[src/core_types_pkg.sv]
package core_types_pkg;

	// machine word, also the width of every operand and result
	typedef logic [31:0] data_t;

	// destination register index
	typedef logic [4:0] reg_id_t;

	// instruction tag assigned at issue, echoed back on retire
	typedef logic [3:0] inst_id_t;

	// multiplier pipeline depth, also its latency in cycles
	localparam int MUL_STAGES = 3;

	// divider iterations, one quotient bit each
	localparam int DIV_STEPS = 32;

	// long writeback channels behind the round-robin arbiter
	// bit 0 lsu, bit 1 mul, bit 2 div
	localparam int WBK_CHN_N = 3;

endpackage

[src/dbus_pkg.sv]
package dbus_pkg;

	// access status returned with every lsu result
	typedef enum logic [1:0] {
		DBUS_OK        = 2'b00, // normal completion
		DBUS_UNALIGNED = 2'b01, // low address bits set
		DBUS_BUS_ERR   = 2'b10  // outside the ram window
	} dbus_err_e;

	// private data ram, word organised
	localparam int RAM_WORDS = 64;

	// word index into the ram
	typedef logic [$clog2(RAM_WORDS)-1:0] ram_addr_t;

	// first byte address past the ram
	localparam logic [31:0] RAM_LIMIT = 32'h0000_0100;

endpackage

[src/rr_arbiter.sv]
module rr_arbiter #(
	parameter int chn_n = 3 // number of requesters
) (
	input  logic             clk,
	input  logic             rst_n,
	input  logic [chn_n-1:0] req,   // one bit per channel
	output logic [chn_n-1:0] grant  // one-hot, or zero when idle
);

	logic [chn_n-1:0] ptr;    // one-hot, channel with top priority
	logic [chn_n-1:0] req_hi; // requests at or above the pointer
	logic [chn_n-1:0] gnt_hi; // lowest of req_hi
	logic [chn_n-1:0] gnt_lo; // lowest of all, used on wrap

	// ptr - 1 sets every bit below the pointer
	assign req_hi = req & ~(ptr - 1'b1);

	// x & -x isolates the lowest set bit
	assign gnt_hi = req_hi & (~req_hi + 1'b1);
	assign gnt_lo = req & (~req + 1'b1);

	// search from the pointer first, then wrap around to bit 0
	assign grant = (|req_hi) ? gnt_hi : gnt_lo;

	// pointer moves to the channel after the winner
	always_ff @(posedge clk or negedge rst_n) begin
		if (!rst_n) begin
			ptr <= {{(chn_n-1){1'b0}}, 1'b1}; // channel 0 first
		end else if (|grant) begin
			ptr <= {grant[chn_n-2:0], grant[chn_n-1]}; // rotate left
		end
	end

endmodule

[src/mul_unit.sv]
module mul_unit (
	input  logic                     clk,
	input  logic                     rst_n,
	input  logic                     in_valid,
	output logic                     in_ready,
	input  core_types_pkg::data_t    in_a,
	input  core_types_pkg::data_t    in_b,
	input  core_types_pkg::reg_id_t  in_rd,
	input  core_types_pkg::inst_id_t in_inst_id,
	output logic                     out_valid,
	input  logic                     out_ready,
	output core_types_pkg::data_t    out_data,
	output core_types_pkg::reg_id_t  out_rd,
	output core_types_pkg::inst_id_t out_inst_id
);
	import core_types_pkg::*;

	logic [MUL_STAGES-1:0] stg_vld;             // one valid per stage
	reg_id_t               stg_rd [MUL_STAGES]; // rd travels with the data
	inst_id_t              stg_id [MUL_STAGES];
	logic                  adv;                 // all stages shift together

	// 16x16 partial products, a_hi*b_hi only touches bits 63:32
	data_t       s1_pp, s2_pp, s3_pp;
	logic [15:0] s1_a_lo, s1_a_hi, s1_b_lo, s1_b_hi;
	logic [15:0] s2_a_hi, s2_b_lo;

	// pipe stalls only when the last stage is full and not taken
	assign adv      = ~stg_vld[MUL_STAGES-1] | out_ready;
	assign in_ready = adv;

	always_ff @(posedge clk or negedge rst_n) begin
		if (!rst_n) begin
			stg_vld <= '0;
		end else if (adv) begin
			stg_vld <= {stg_vld[MUL_STAGES-2:0], in_valid};
		end
	end

	always_ff @(posedge clk) begin
		if (adv) begin
			s1_pp   <= in_a[15:0] * in_b[15:0]; // lo x lo, full 32 bits
			s1_a_lo <= in_a[15:0];
			s1_a_hi <= in_a[31:16];
			s1_b_lo <= in_b[15:0];
			s1_b_hi <= in_b[31:16];
			s2_pp   <= s1_pp + {s1_a_lo * s1_b_hi, 16'h0000}; // cross term, low half only
			s2_a_hi <= s1_a_hi;
			s2_b_lo <= s1_b_lo;
			s3_pp   <= s2_pp + {s2_a_hi * s2_b_lo, 16'h0000}; // second cross term
			stg_rd[0] <= in_rd;
			stg_id[0] <= in_inst_id;
			for (int i = 1; i < MUL_STAGES; i++) begin
				stg_rd[i] <= stg_rd[i-1];
				stg_id[i] <= stg_id[i-1];
			end
		end
	end

	assign out_valid   = stg_vld[MUL_STAGES-1];
	assign out_data    = s3_pp;
	assign out_rd      = stg_rd[MUL_STAGES-1];
	assign out_inst_id = stg_id[MUL_STAGES-1];

endmodule

[src/div_unit.sv]
module div_unit (
	input  logic                     clk,
	input  logic                     rst_n,
	input  logic                     in_valid,
	output logic                     in_ready,
	input  core_types_pkg::data_t    in_a,       // dividend
	input  core_types_pkg::data_t    in_b,       // divisor
	input  core_types_pkg::reg_id_t  in_rd,
	input  core_types_pkg::inst_id_t in_inst_id,
	output logic                     out_valid,
	input  logic                     out_ready,
	output core_types_pkg::data_t    out_data,   // quotient
	output core_types_pkg::reg_id_t  out_rd,
	output core_types_pkg::inst_id_t out_inst_id
);
	import core_types_pkg::*;

	typedef enum logic [1:0] {
		IDLE, // waiting for an operation
		RUN,  // one quotient bit per clock
		DONE  // quotient held until taken
	} div_state_e;

	div_state_e           state;
	logic [DIV_STEPS-1:0] step;   // one-hot, marks the current iteration
	data_t                rem;    // partial remainder
	data_t                quo;    // dividend shifts out, quotient shifts in
	data_t                dvs;    // divisor
	reg_id_t              rd_q;
	inst_id_t             id_q;
	logic [32:0]          rem_sh; // remainder with next dividend bit
	logic [33:0]          trial;  // extra msb is the borrow

	assign rem_sh = {rem, quo[31]};
	assign trial  = {1'b0, rem_sh} - {2'b00, dvs};

	always_ff @(posedge clk or negedge rst_n) begin
		if (!rst_n) begin
			state <= IDLE;
			step  <= '0;
		end else begin
			case (state)
				IDLE: if (in_valid) begin
					state <= RUN;
					step  <= {{(DIV_STEPS-1){1'b0}}, 1'b1};
				end
				RUN: begin
					step <= step << 1;
					if (step[DIV_STEPS-1]) state <= DONE; // last bit this clock
				end
				DONE: if (out_ready) state <= IDLE;
				default: state <= IDLE;
			endcase
		end
	end

	// restoring step, divisor 0 never borrows so the quotient ends all ones
	always_ff @(posedge clk) begin
		if (state == IDLE && in_valid) begin
			rem  <= '0;
			quo  <= in_a;
			dvs  <= in_b;
			rd_q <= in_rd;
			id_q <= in_inst_id;
		end else if (state == RUN) begin
			if (!trial[33]) begin // fits, keep the difference
				rem <= trial[31:0];
				quo <= {quo[30:0], 1'b1};
			end else begin        // restore
				rem <= rem_sh[31:0];
				quo <= {quo[30:0], 1'b0};
			end
		end
	end

	assign in_ready    = (state == IDLE);
	assign out_valid   = (state == DONE);
	assign out_data    = quo;
	assign out_rd      = rd_q;
	assign out_inst_id = id_q;

endmodule

[src/lsu_unit.sv]
module lsu_unit (
	input  logic                     clk,
	input  logic                     rst_n,
	input  logic                     in_valid,
	output logic                     in_ready,
	input  logic                     in_store,    // 1 store, 0 load
	input  core_types_pkg::data_t    in_addr,     // byte address
	input  core_types_pkg::data_t    in_wdata,
	input  core_types_pkg::reg_id_t  in_rd,
	input  core_types_pkg::inst_id_t in_inst_id,
	output logic                     out_valid,
	input  logic                     out_ready,
	output dbus_pkg::dbus_err_e      out_err,
	output core_types_pkg::data_t    out_addr,
	output logic                     out_store,
	output core_types_pkg::data_t    out_data,    // load data
	output core_types_pkg::reg_id_t  out_rd,
	output core_types_pkg::inst_id_t out_inst_id
);
	import core_types_pkg::*;
	import dbus_pkg::*;

	data_t     ram [RAM_WORDS]; // private data ram
	ram_addr_t idx;             // word index of the access
	dbus_err_e err;             // status of the incoming access
	logic      acc;             // access accepted this clock
	logic      ram_ok;          // access may touch the ram

	// result register empty or being drained
	assign in_ready = ~out_valid | out_ready;
	assign acc      = in_valid & in_ready;
	assign idx      = ram_addr_t'(in_addr[31:2]);

	// range check wins over alignment
	always_comb begin
		if (in_addr >= RAM_LIMIT) begin
			err = DBUS_BUS_ERR;
		end else if (in_addr[1:0] != 2'b00) begin
			err = DBUS_UNALIGNED;
		end else begin
			err = DBUS_OK;
		end
	end

	assign ram_ok = (err == DBUS_OK);

	always_ff @(posedge clk) begin
		if (acc && in_store && ram_ok) begin
			ram[idx] <= in_wdata; // bad accesses leave the ram alone
		end
	end

	always_ff @(posedge clk or negedge rst_n) begin
		if (!rst_n) begin
			out_valid <= 1'b0;
		end else if (in_ready) begin
			out_valid <= in_valid;
		end
	end

	// result payload, loaded once per accepted access
	always_ff @(posedge clk) begin
		if (acc) begin
			out_err     <= err;
			out_addr    <= in_addr;
			out_store   <= in_store;
			out_data    <= ram_ok ? ram[idx] : '0; // old word on a store
			out_rd      <= in_rd;
			out_inst_id <= in_inst_id;
		end
	end

endmodule

[src/wbk_unit.sv]
module wbk_unit (
	input  logic                     clk,
	input  logic                     rst_n,
	// alu, single cycle result
	input  logic                     alu_valid,
	output logic                     alu_ready,
	input  core_types_pkg::data_t    alu_res,
	input  core_types_pkg::reg_id_t  alu_rd,
	input  logic                     alu_rd_vld,
	input  core_types_pkg::inst_id_t alu_inst_id,
	// lsu result
	input  logic                     lsu_wbk_valid,
	output logic                     lsu_wbk_ready,
	input  dbus_pkg::dbus_err_e      lsu_wbk_err,
	input  core_types_pkg::data_t    lsu_wbk_addr,
	input  logic                     lsu_wbk_store,
	input  core_types_pkg::data_t    lsu_wbk_data,
	input  core_types_pkg::reg_id_t  lsu_wbk_rd,
	input  core_types_pkg::inst_id_t lsu_wbk_inst_id,
	// multiplier result
	input  logic                     mul_wbk_valid,
	output logic                     mul_wbk_ready,
	input  core_types_pkg::data_t    mul_wbk_data,
	input  core_types_pkg::reg_id_t  mul_wbk_rd,
	input  core_types_pkg::inst_id_t mul_wbk_inst_id,
	// divider result
	input  logic                     div_wbk_valid,
	output logic                     div_wbk_ready,
	input  core_types_pkg::data_t    div_wbk_data,
	input  core_types_pkg::reg_id_t  div_wbk_rd,
	input  core_types_pkg::inst_id_t div_wbk_inst_id,
	// lsu exception
	output logic                     lsu_expt_valid,
	input  logic                     lsu_expt_ready,
	output core_types_pkg::data_t    lsu_expt_addr,
	output logic                     lsu_expt_store,
	// register file write port
	output logic                     reg_file_wen,
	output core_types_pkg::reg_id_t  reg_file_waddr,
	output core_types_pkg::data_t    reg_file_din,
	// retire
	output logic                     inst_retire,
	output core_types_pkg::inst_id_t inst_retire_id
);
	import core_types_pkg::*;
	import dbus_pkg::*;

	logic                 expt_req;   // bus error waiting at the lsu
	logic [WBK_CHN_N-1:0] long_req;   // {div, mul, lsu}
	logic [WBK_CHN_N-1:0] long_gnt;
	logic                 lsu_gnt, mul_gnt, div_gnt, alu_gnt;
	logic                 lsu_retire; // normal grant or taken exception
	logic                 lsu_ld_ok;  // good load, writes rd

	assign expt_req = lsu_wbk_valid & (lsu_wbk_err == DBUS_BUS_ERR);

	// exception blocks every other request
	assign long_req = {div_wbk_valid, mul_wbk_valid, lsu_wbk_valid} & {WBK_CHN_N{~expt_req}};

	rr_arbiter #(
		.chn_n (WBK_CHN_N)
	) i_arb (
		.clk   (clk),
		.rst_n (rst_n),
		.req   (long_req),
		.grant (long_gnt)
	);

	assign lsu_gnt = long_gnt[0];
	assign mul_gnt = long_gnt[1];
	assign div_gnt = long_gnt[2];

	// alu only gets the port when nothing else wants it
	assign alu_ready = ~expt_req & ~(|long_req);
	assign alu_gnt   = alu_valid & alu_ready;

	assign lsu_expt_valid = expt_req;
	assign lsu_expt_addr  = lsu_wbk_addr;
	assign lsu_expt_store = lsu_wbk_store;

	assign lsu_wbk_ready = lsu_gnt | (expt_req & lsu_expt_ready);
	assign mul_wbk_ready = mul_gnt;
	assign div_wbk_ready = div_gnt;

	assign lsu_retire = lsu_wbk_valid & lsu_wbk_ready;
	assign lsu_ld_ok  = (lsu_wbk_err == DBUS_OK) & ~lsu_wbk_store;

	// stores, unaligned loads and exceptions retire without a write
	assign reg_file_wen = (lsu_gnt & lsu_ld_ok) | mul_gnt | div_gnt | (alu_gnt & alu_rd_vld);

	// grants are one-hot, so and-or steering is enough
	assign reg_file_waddr = ({$bits(reg_id_t){lsu_gnt}} & lsu_wbk_rd) |
		({$bits(reg_id_t){mul_gnt}} & mul_wbk_rd) |
		({$bits(reg_id_t){div_gnt}} & div_wbk_rd) |
		({$bits(reg_id_t){alu_gnt}} & alu_rd);
	assign reg_file_din = ({$bits(data_t){lsu_gnt}} & lsu_wbk_data) |
		({$bits(data_t){mul_gnt}} & mul_wbk_data) |
		({$bits(data_t){div_gnt}} & div_wbk_data) |
		({$bits(data_t){alu_gnt}} & alu_res);

	assign inst_retire    = lsu_retire | mul_gnt | div_gnt | alu_gnt; // never more than one
	assign inst_retire_id = ({$bits(inst_id_t){lsu_retire}} & lsu_wbk_inst_id) |
		({$bits(inst_id_t){mul_gnt}} & mul_wbk_inst_id) |
		({$bits(inst_id_t){div_gnt}} & div_wbk_inst_id) |
		({$bits(inst_id_t){alu_gnt}} & alu_inst_id);

endmodule

[src/exu_top.sv]
module exu_top (
	input  logic                     clk,
	input  logic                     rst_n,
	// alu issue
	input  logic                     alu_valid,
	output logic                     alu_ready,
	input  core_types_pkg::data_t    alu_res,
	input  core_types_pkg::reg_id_t  alu_rd,
	input  logic                     alu_rd_vld,
	input  core_types_pkg::inst_id_t alu_inst_id,
	// multiply issue
	input  logic                     mul_valid,
	output logic                     mul_ready,
	input  core_types_pkg::data_t    mul_a,
	input  core_types_pkg::data_t    mul_b,
	input  core_types_pkg::reg_id_t  mul_rd,
	input  core_types_pkg::inst_id_t mul_inst_id,
	// divide issue
	input  logic                     div_valid,
	output logic                     div_ready,
	input  core_types_pkg::data_t    div_a,
	input  core_types_pkg::data_t    div_b,
	input  core_types_pkg::reg_id_t  div_rd,
	input  core_types_pkg::inst_id_t div_inst_id,
	// load/store issue
	input  logic                     lsu_valid,
	output logic                     lsu_ready,
	input  logic                     lsu_store,
	input  core_types_pkg::data_t    lsu_addr,
	input  core_types_pkg::data_t    lsu_wdata,
	input  core_types_pkg::reg_id_t  lsu_rd,
	input  core_types_pkg::inst_id_t lsu_inst_id,
	// lsu exception
	output logic                     lsu_expt_valid,
	input  logic                     lsu_expt_ready,
	output core_types_pkg::data_t    lsu_expt_addr,
	output logic                     lsu_expt_store,
	// register file write port and retire
	output logic                     reg_file_wen,
	output core_types_pkg::reg_id_t  reg_file_waddr,
	output core_types_pkg::data_t    reg_file_din,
	output logic                     inst_retire,
	output core_types_pkg::inst_id_t inst_retire_id
);
	import core_types_pkg::*;
	import dbus_pkg::*;

	logic      mul_wbk_valid, mul_wbk_ready;
	data_t     mul_wbk_data;
	reg_id_t   mul_wbk_rd;
	inst_id_t  mul_wbk_inst_id;
	logic      div_wbk_valid, div_wbk_ready;
	data_t     div_wbk_data;
	reg_id_t   div_wbk_rd;
	inst_id_t  div_wbk_inst_id;
	logic      lsu_wbk_valid, lsu_wbk_ready, lsu_wbk_store;
	dbus_err_e lsu_wbk_err;
	data_t     lsu_wbk_addr, lsu_wbk_data;
	reg_id_t   lsu_wbk_rd;
	inst_id_t  lsu_wbk_inst_id;

	mul_unit i_mul (
		.clk (clk), .rst_n (rst_n),
		.in_valid (mul_valid), .in_ready (mul_ready), .in_a (mul_a), .in_b (mul_b),
		.in_rd (mul_rd), .in_inst_id (mul_inst_id),
		.out_valid (mul_wbk_valid), .out_ready (mul_wbk_ready), .out_data (mul_wbk_data),
		.out_rd (mul_wbk_rd), .out_inst_id (mul_wbk_inst_id)
	);

	div_unit i_div (
		.clk (clk), .rst_n (rst_n),
		.in_valid (div_valid), .in_ready (div_ready), .in_a (div_a), .in_b (div_b),
		.in_rd (div_rd), .in_inst_id (div_inst_id),
		.out_valid (div_wbk_valid), .out_ready (div_wbk_ready), .out_data (div_wbk_data),
		.out_rd (div_wbk_rd), .out_inst_id (div_wbk_inst_id)
	);

	lsu_unit i_lsu (
		.clk (clk), .rst_n (rst_n),
		.in_valid (lsu_valid), .in_ready (lsu_ready), .in_store (lsu_store),
		.in_addr (lsu_addr), .in_wdata (lsu_wdata), .in_rd (lsu_rd), .in_inst_id (lsu_inst_id),
		.out_valid (lsu_wbk_valid), .out_ready (lsu_wbk_ready), .out_err (lsu_wbk_err),
		.out_addr (lsu_wbk_addr), .out_store (lsu_wbk_store), .out_data (lsu_wbk_data),
		.out_rd (lsu_wbk_rd), .out_inst_id (lsu_wbk_inst_id)
	);

	wbk_unit i_wbk (
		.clk (clk), .rst_n (rst_n),
		.alu_valid (alu_valid), .alu_ready (alu_ready), .alu_res (alu_res),
		.alu_rd (alu_rd), .alu_rd_vld (alu_rd_vld), .alu_inst_id (alu_inst_id),
		.lsu_wbk_valid (lsu_wbk_valid), .lsu_wbk_ready (lsu_wbk_ready),
		.lsu_wbk_err (lsu_wbk_err), .lsu_wbk_addr (lsu_wbk_addr),
		.lsu_wbk_store (lsu_wbk_store), .lsu_wbk_data (lsu_wbk_data),
		.lsu_wbk_rd (lsu_wbk_rd), .lsu_wbk_inst_id (lsu_wbk_inst_id),
		.mul_wbk_valid (mul_wbk_valid), .mul_wbk_ready (mul_wbk_ready),
		.mul_wbk_data (mul_wbk_data), .mul_wbk_rd (mul_wbk_rd),
		.mul_wbk_inst_id (mul_wbk_inst_id),
		.div_wbk_valid (div_wbk_valid), .div_wbk_ready (div_wbk_ready),
		.div_wbk_data (div_wbk_data), .div_wbk_rd (div_wbk_rd),
		.div_wbk_inst_id (div_wbk_inst_id),
		.lsu_expt_valid (lsu_expt_valid), .lsu_expt_ready (lsu_expt_ready),
		.lsu_expt_addr (lsu_expt_addr), .lsu_expt_store (lsu_expt_store),
		.reg_file_wen (reg_file_wen), .reg_file_waddr (reg_file_waddr),
		.reg_file_din (reg_file_din),
		.inst_retire (inst_retire), .inst_retire_id (inst_retire_id)
	);

endmodule

[config.mk]
export PLATFORM = sky130hd
export DESIGN_NAME = exu_top
export DESIGN_NICKNAME = d
export VERILOG_FILES = /design/src/core_types_pkg.sv /design/src/dbus_pkg.sv /design/src/rr_arbiter.sv /design/src/mul_unit.sv /design/src/div_unit.sv /design/src/lsu_unit.sv /design/src/wbk_unit.sv /design/src/exu_top.sv
export SDC_FILE = /design/constraint.sdc
export NUM_CORES = 2
export LEC_CHECK = 0
export BUFFER_PORTS_ARGS = -buffer_cell sky130_fd_sc_hd__buf_2
export CORE_ASPECT_RATIO = 0.5
export CORE_MARGIN = 4
export CORE_UTILIZATION = 30
export DETAILED_ROUTE_END_ITERATION = 12
export PLACE_DENSITY_LB_ADDON = 0.25
export SYNTH_ARGS = -nofsm -noshare
export SYNTH_HDL_FRONTEND = slang
export SYNTH_HIERARCHICAL = 1
export SYNTH_SLANG_ARGS = --single-unit
export TNS_END_PERCENT = 100
[constraint.sdc]
create_clock -name clk -period 7.2 [get_ports clk]
set_input_delay 0.36 -clock clk [delete_from_list [all_inputs] [get_ports clk]]
set_output_delay 0.36 -clock clk [all_outputs]
set_load 0.05 [all_outputs]
==> out/results.tsv <==
metric	value	unit
r2r_cells	21	
synth_compound_area_share	7.05	%
dp_hpwl	202	mm
synth_cell_type_count	92	
crit_arrival	7170	ps
nFillCells	36007	
die_h	442	um
clk_path_buf_depth	4	
final_nets	8603	
cts_sinks	2489	
cts_tree	built	
final.min_clock_period	6560	ps
cp.required	7810	ps
start_kind	flip-flop	
slew_violations	0	
slew_headroom	12.3	%
num_rows	159	
cts_resized	0	
use_met1	24.2	%
critical_path_class	reg -> reg	
drive_gt1_share	16.2	%
place.gp.congestion	0.828	
grtUsageTotal	16.3	%
cp-end-kind	flip-flop	
cp_max_fo	12	
ios	350	
period_share	91.1	%
synth_edf_count	2416	
dieArea	387000	um2
synth_area	113000	um2
grt_pass1_vias	65010	
die_w	876	um
hold_depth	2	
first_iter_violations	6964	
via_count	65149	
first_pass_iters	8	
final_hold_viol_count	0	
initial_utilization	30.1	%
setup_viol	0	
synth_top_family_by_area	adder cells	
top_usage_layer	met2	
synth-simple-area-share	5.69	%
tns	0	ps
r2r_slack	640	ps
drc	0	
grt_max_degree	122	
synth_xor_area_share	1.26	%
max_freq	153	MHz
rsz0062_at_grt	no	
placed_area	121000	um2
met2_usage	25.3	%
wirelength	324	mm
ys_ff_latch	2489	
grt_overflow	0	
viasPerCell	5.05	
synthArstFlopShare	1.65	%
core_area	375000	um2
place_inst	12276	
area_growth	15.6	%
multi_input_area	35500	um2
synth-main-ff-cell	edfxtp_1	
synth_nets	8059	
hold_path.startpoint	mul_a[15]	
fin_skew	121	ps
numCtsBuffers	238	
min_to	i_mul/s1_a_lo[15]	
clockRootBuffer	clkbuf_16	
synthAdderAreaFrac	9.28	%
final_core_util	34.8	%
htree_levels	4	
outcome	finished clean	
netlist_instances	7166	
portBuffers	349	
grt_pass1_wl	469	mm
gr-usage-met3	2.70	%
yosys-mux-area-fraction	7.51	%
avgSynthCellArea	15.8	um2
seq_area	74200	um2
antenna_found_initial	20	
clk_pin_slew	60	ps
rr_startpoint	i_mul/s1_b_hi[4]	
maxCapViolCount	0	
postRouteAntennaNets	0	
worst_slew_pin_slew	1320	ps
reg2reg_to	i_mul/s2_pp[30]	
clock_latency	950	ps
design_area	131000	um2
fin_cells	12896	
ys_warn_count	6	
min_path_type	in -> reg	
routedWlPerCell	25.1	um
seq_area_frac_synth	65.7	%
## metal layers
| layer | vias to the layer above | part of all wire, % |
|---|---|---|
| li1 | 28212 | - |
| met1 | 34573 | 46 |
| met2 | 2018 | 46 |
| met3 | 344 | 6.8 |
| met4 | 2 | 1.7 |
| met5 | - | 0.0031 |
## cell usage after synthesis (119+ instances only)
cell | number | area [um2]
fa_1 | 357 | 7150
edfxtp_1 | 2416 | 72500
and2_1 | 272 | 1700
a221oi_1 | 254 | 2220
o21ai_0 | 222 | 1110
inv_1 | 534 | 2000
mux2i_1 | 274 | 2740
mux4_2 | 254 | 5720
xnor2_1 | 119 | 1040
nor2_1 | 189 | 709
nand2_1 | 648 | 2430
clkbuf_1 | 244 | 916
ha_1 | 267 | 3340
## timing repair
action                    4_1_cts  5_1_grt
setup buffers                   0        0
hold buffers                  185        0
hold endpoints to repair      231        0
## registers in the layout, summed over array words and instances, names as in the netlist, 5 cells and up
signal and flops:
i_mul/stg_id 12, i_div/dvs 32, i_mul/s1_b_hi 16, i_mul/s1_a_lo 16, i_mul/s2_a_hi 16, i_mul/s1_a_hi 16, i_lsu/out_rd 5, i_mul/s2_b_lo 16
i_lsu/out_data 32, i_mul/s1_pp 32, i_mul/out_data 32, i_div/rem 32, i_mul/s1_b_lo 16, i_div/out_rd 5, i_mul/stg_rd 15, i_div/out_data 32
i_lsu/out_addr 32, i_div/step 32, i_mul/s2_pp 32, i_lsu/ram 2048
## cell type report
| cell class | instances | share of cell area (%) |
|---|---|---|
| timing repair buffer | 721 | 3.94 |
| antenna | 7 | 0.0134 |
| tap | 4991 | 4.78 |
| sequential | 2489 | 56.8 |
| clock buffer | 284 | 4.73 |
| clock inverter | 144 | 0.997 |
| multi-input combinational | 3726 | 27.2 |
| inverter | 534 | 1.54 |
## critical path, cell delays in order (launching register included)
cell      delay (ps)
edfxtp_1         550
and2_1           250
fa_1             530
inv_1             50
fa_1             450
fa_1             490
fa_1             540
inv_1             50
fa_1             480
inv_1             60
fa_1             480
inv_1             50
ha_1             350
nand2_1          130
nand2_1           60
a41o_1           210
o41a_1           330
xor2_1           150
ha_1             410
mux2i_1          210
o211ai_1         110
a311o_1          330
## metrics by stage
stage	setup slack (ps)	hold WS [ps]
6_report	644	56.8
5_1_grt	349	26.8
4_1_cts	667	3.26
3_5_place_dp	581	405
3_3_place_gp	532	401
2_1_floorplan	899	64.4
## logic make-up (layout without fill, tap and decap cells)
kind of cell,after synthesis,count (layout)
flops,2489,2489
simple gates,1326,1326
compound gates,1083,1083
buf+inv,951,1683
fa+ha+maj,624,624
mux,530,530
xor+xnor,163,163
other cells,0,7
## layout by cell type (no fill, tap or decap), types with 37 or more instances in the layout
| master | synthesis | final |
|---|---|---|
| edfxtp_1 | 2416 | 2416 |
| nand2_1 | 648 | 647 |
| inv_1 | 534 | 532 |
| fa_1 | 357 | 357 |
| buf_2 | 78 | 346 |
| mux2i_1 | 274 | 274 |
| and2_1 | 272 | 270 |
| ha_1 | 267 | 267 |
| mux4_2 | 254 | 254 |
| a221oi_1 | 254 | 254 |
| clkbuf_16 | 0 | 238 |
| o21ai_0 | 222 | 222 |
| dlygate4sd3_1 | 0 | 185 |
| buf_4 | 55 | 178 |
| nor2_1 | 189 | 119 |
| xnor2_1 | 119 | 119 |
| a22oi_1 | 97 | 97 |
| a21oi_1 | 89 | 88 |
| o22ai_1 | 73 | 73 |
| nor2_4 | 0 | 67 |
| o22a_1 | 60 | 60 |
| clkinv_1 | 0 | 55 |
| clkinv_2 | 0 | 48 |
| xor2_1 | 44 | 44 |
| clkbuf_1 | 244 | 41 |
| a222oi_1 | 41 | 41 |
| dfrtp_1 | 40 | 40 |
| and3_1 | 40 | 39 |
| a41oi_1 | 37 | 37 |
## worst max path at each step
stage,start,end,slack [ps],cells after the start
2_1_floorplan,i_mul/s1_b_hi[1],i_mul/s2_pp[30],900,22
3_3_place_gp,mul_a[7],i_mul/s1_pp[30],530,22
3_5_place_dp,mul_a[7],i_mul/s1_pp[30],580,22
4_1_cts,i_mul/s1_b_hi[4],i_mul/s2_pp[30],670,21
5_1_grt,i_mul/s1_b_hi[4],i_mul/s2_pp[30],350,21
6_report,i_mul/s1_b_hi[4],i_mul/s2_pp[30],640,21
Power is not shown: default switching activity piles up to over one toggle a cycle in this logic, so the estimate is an artifact.
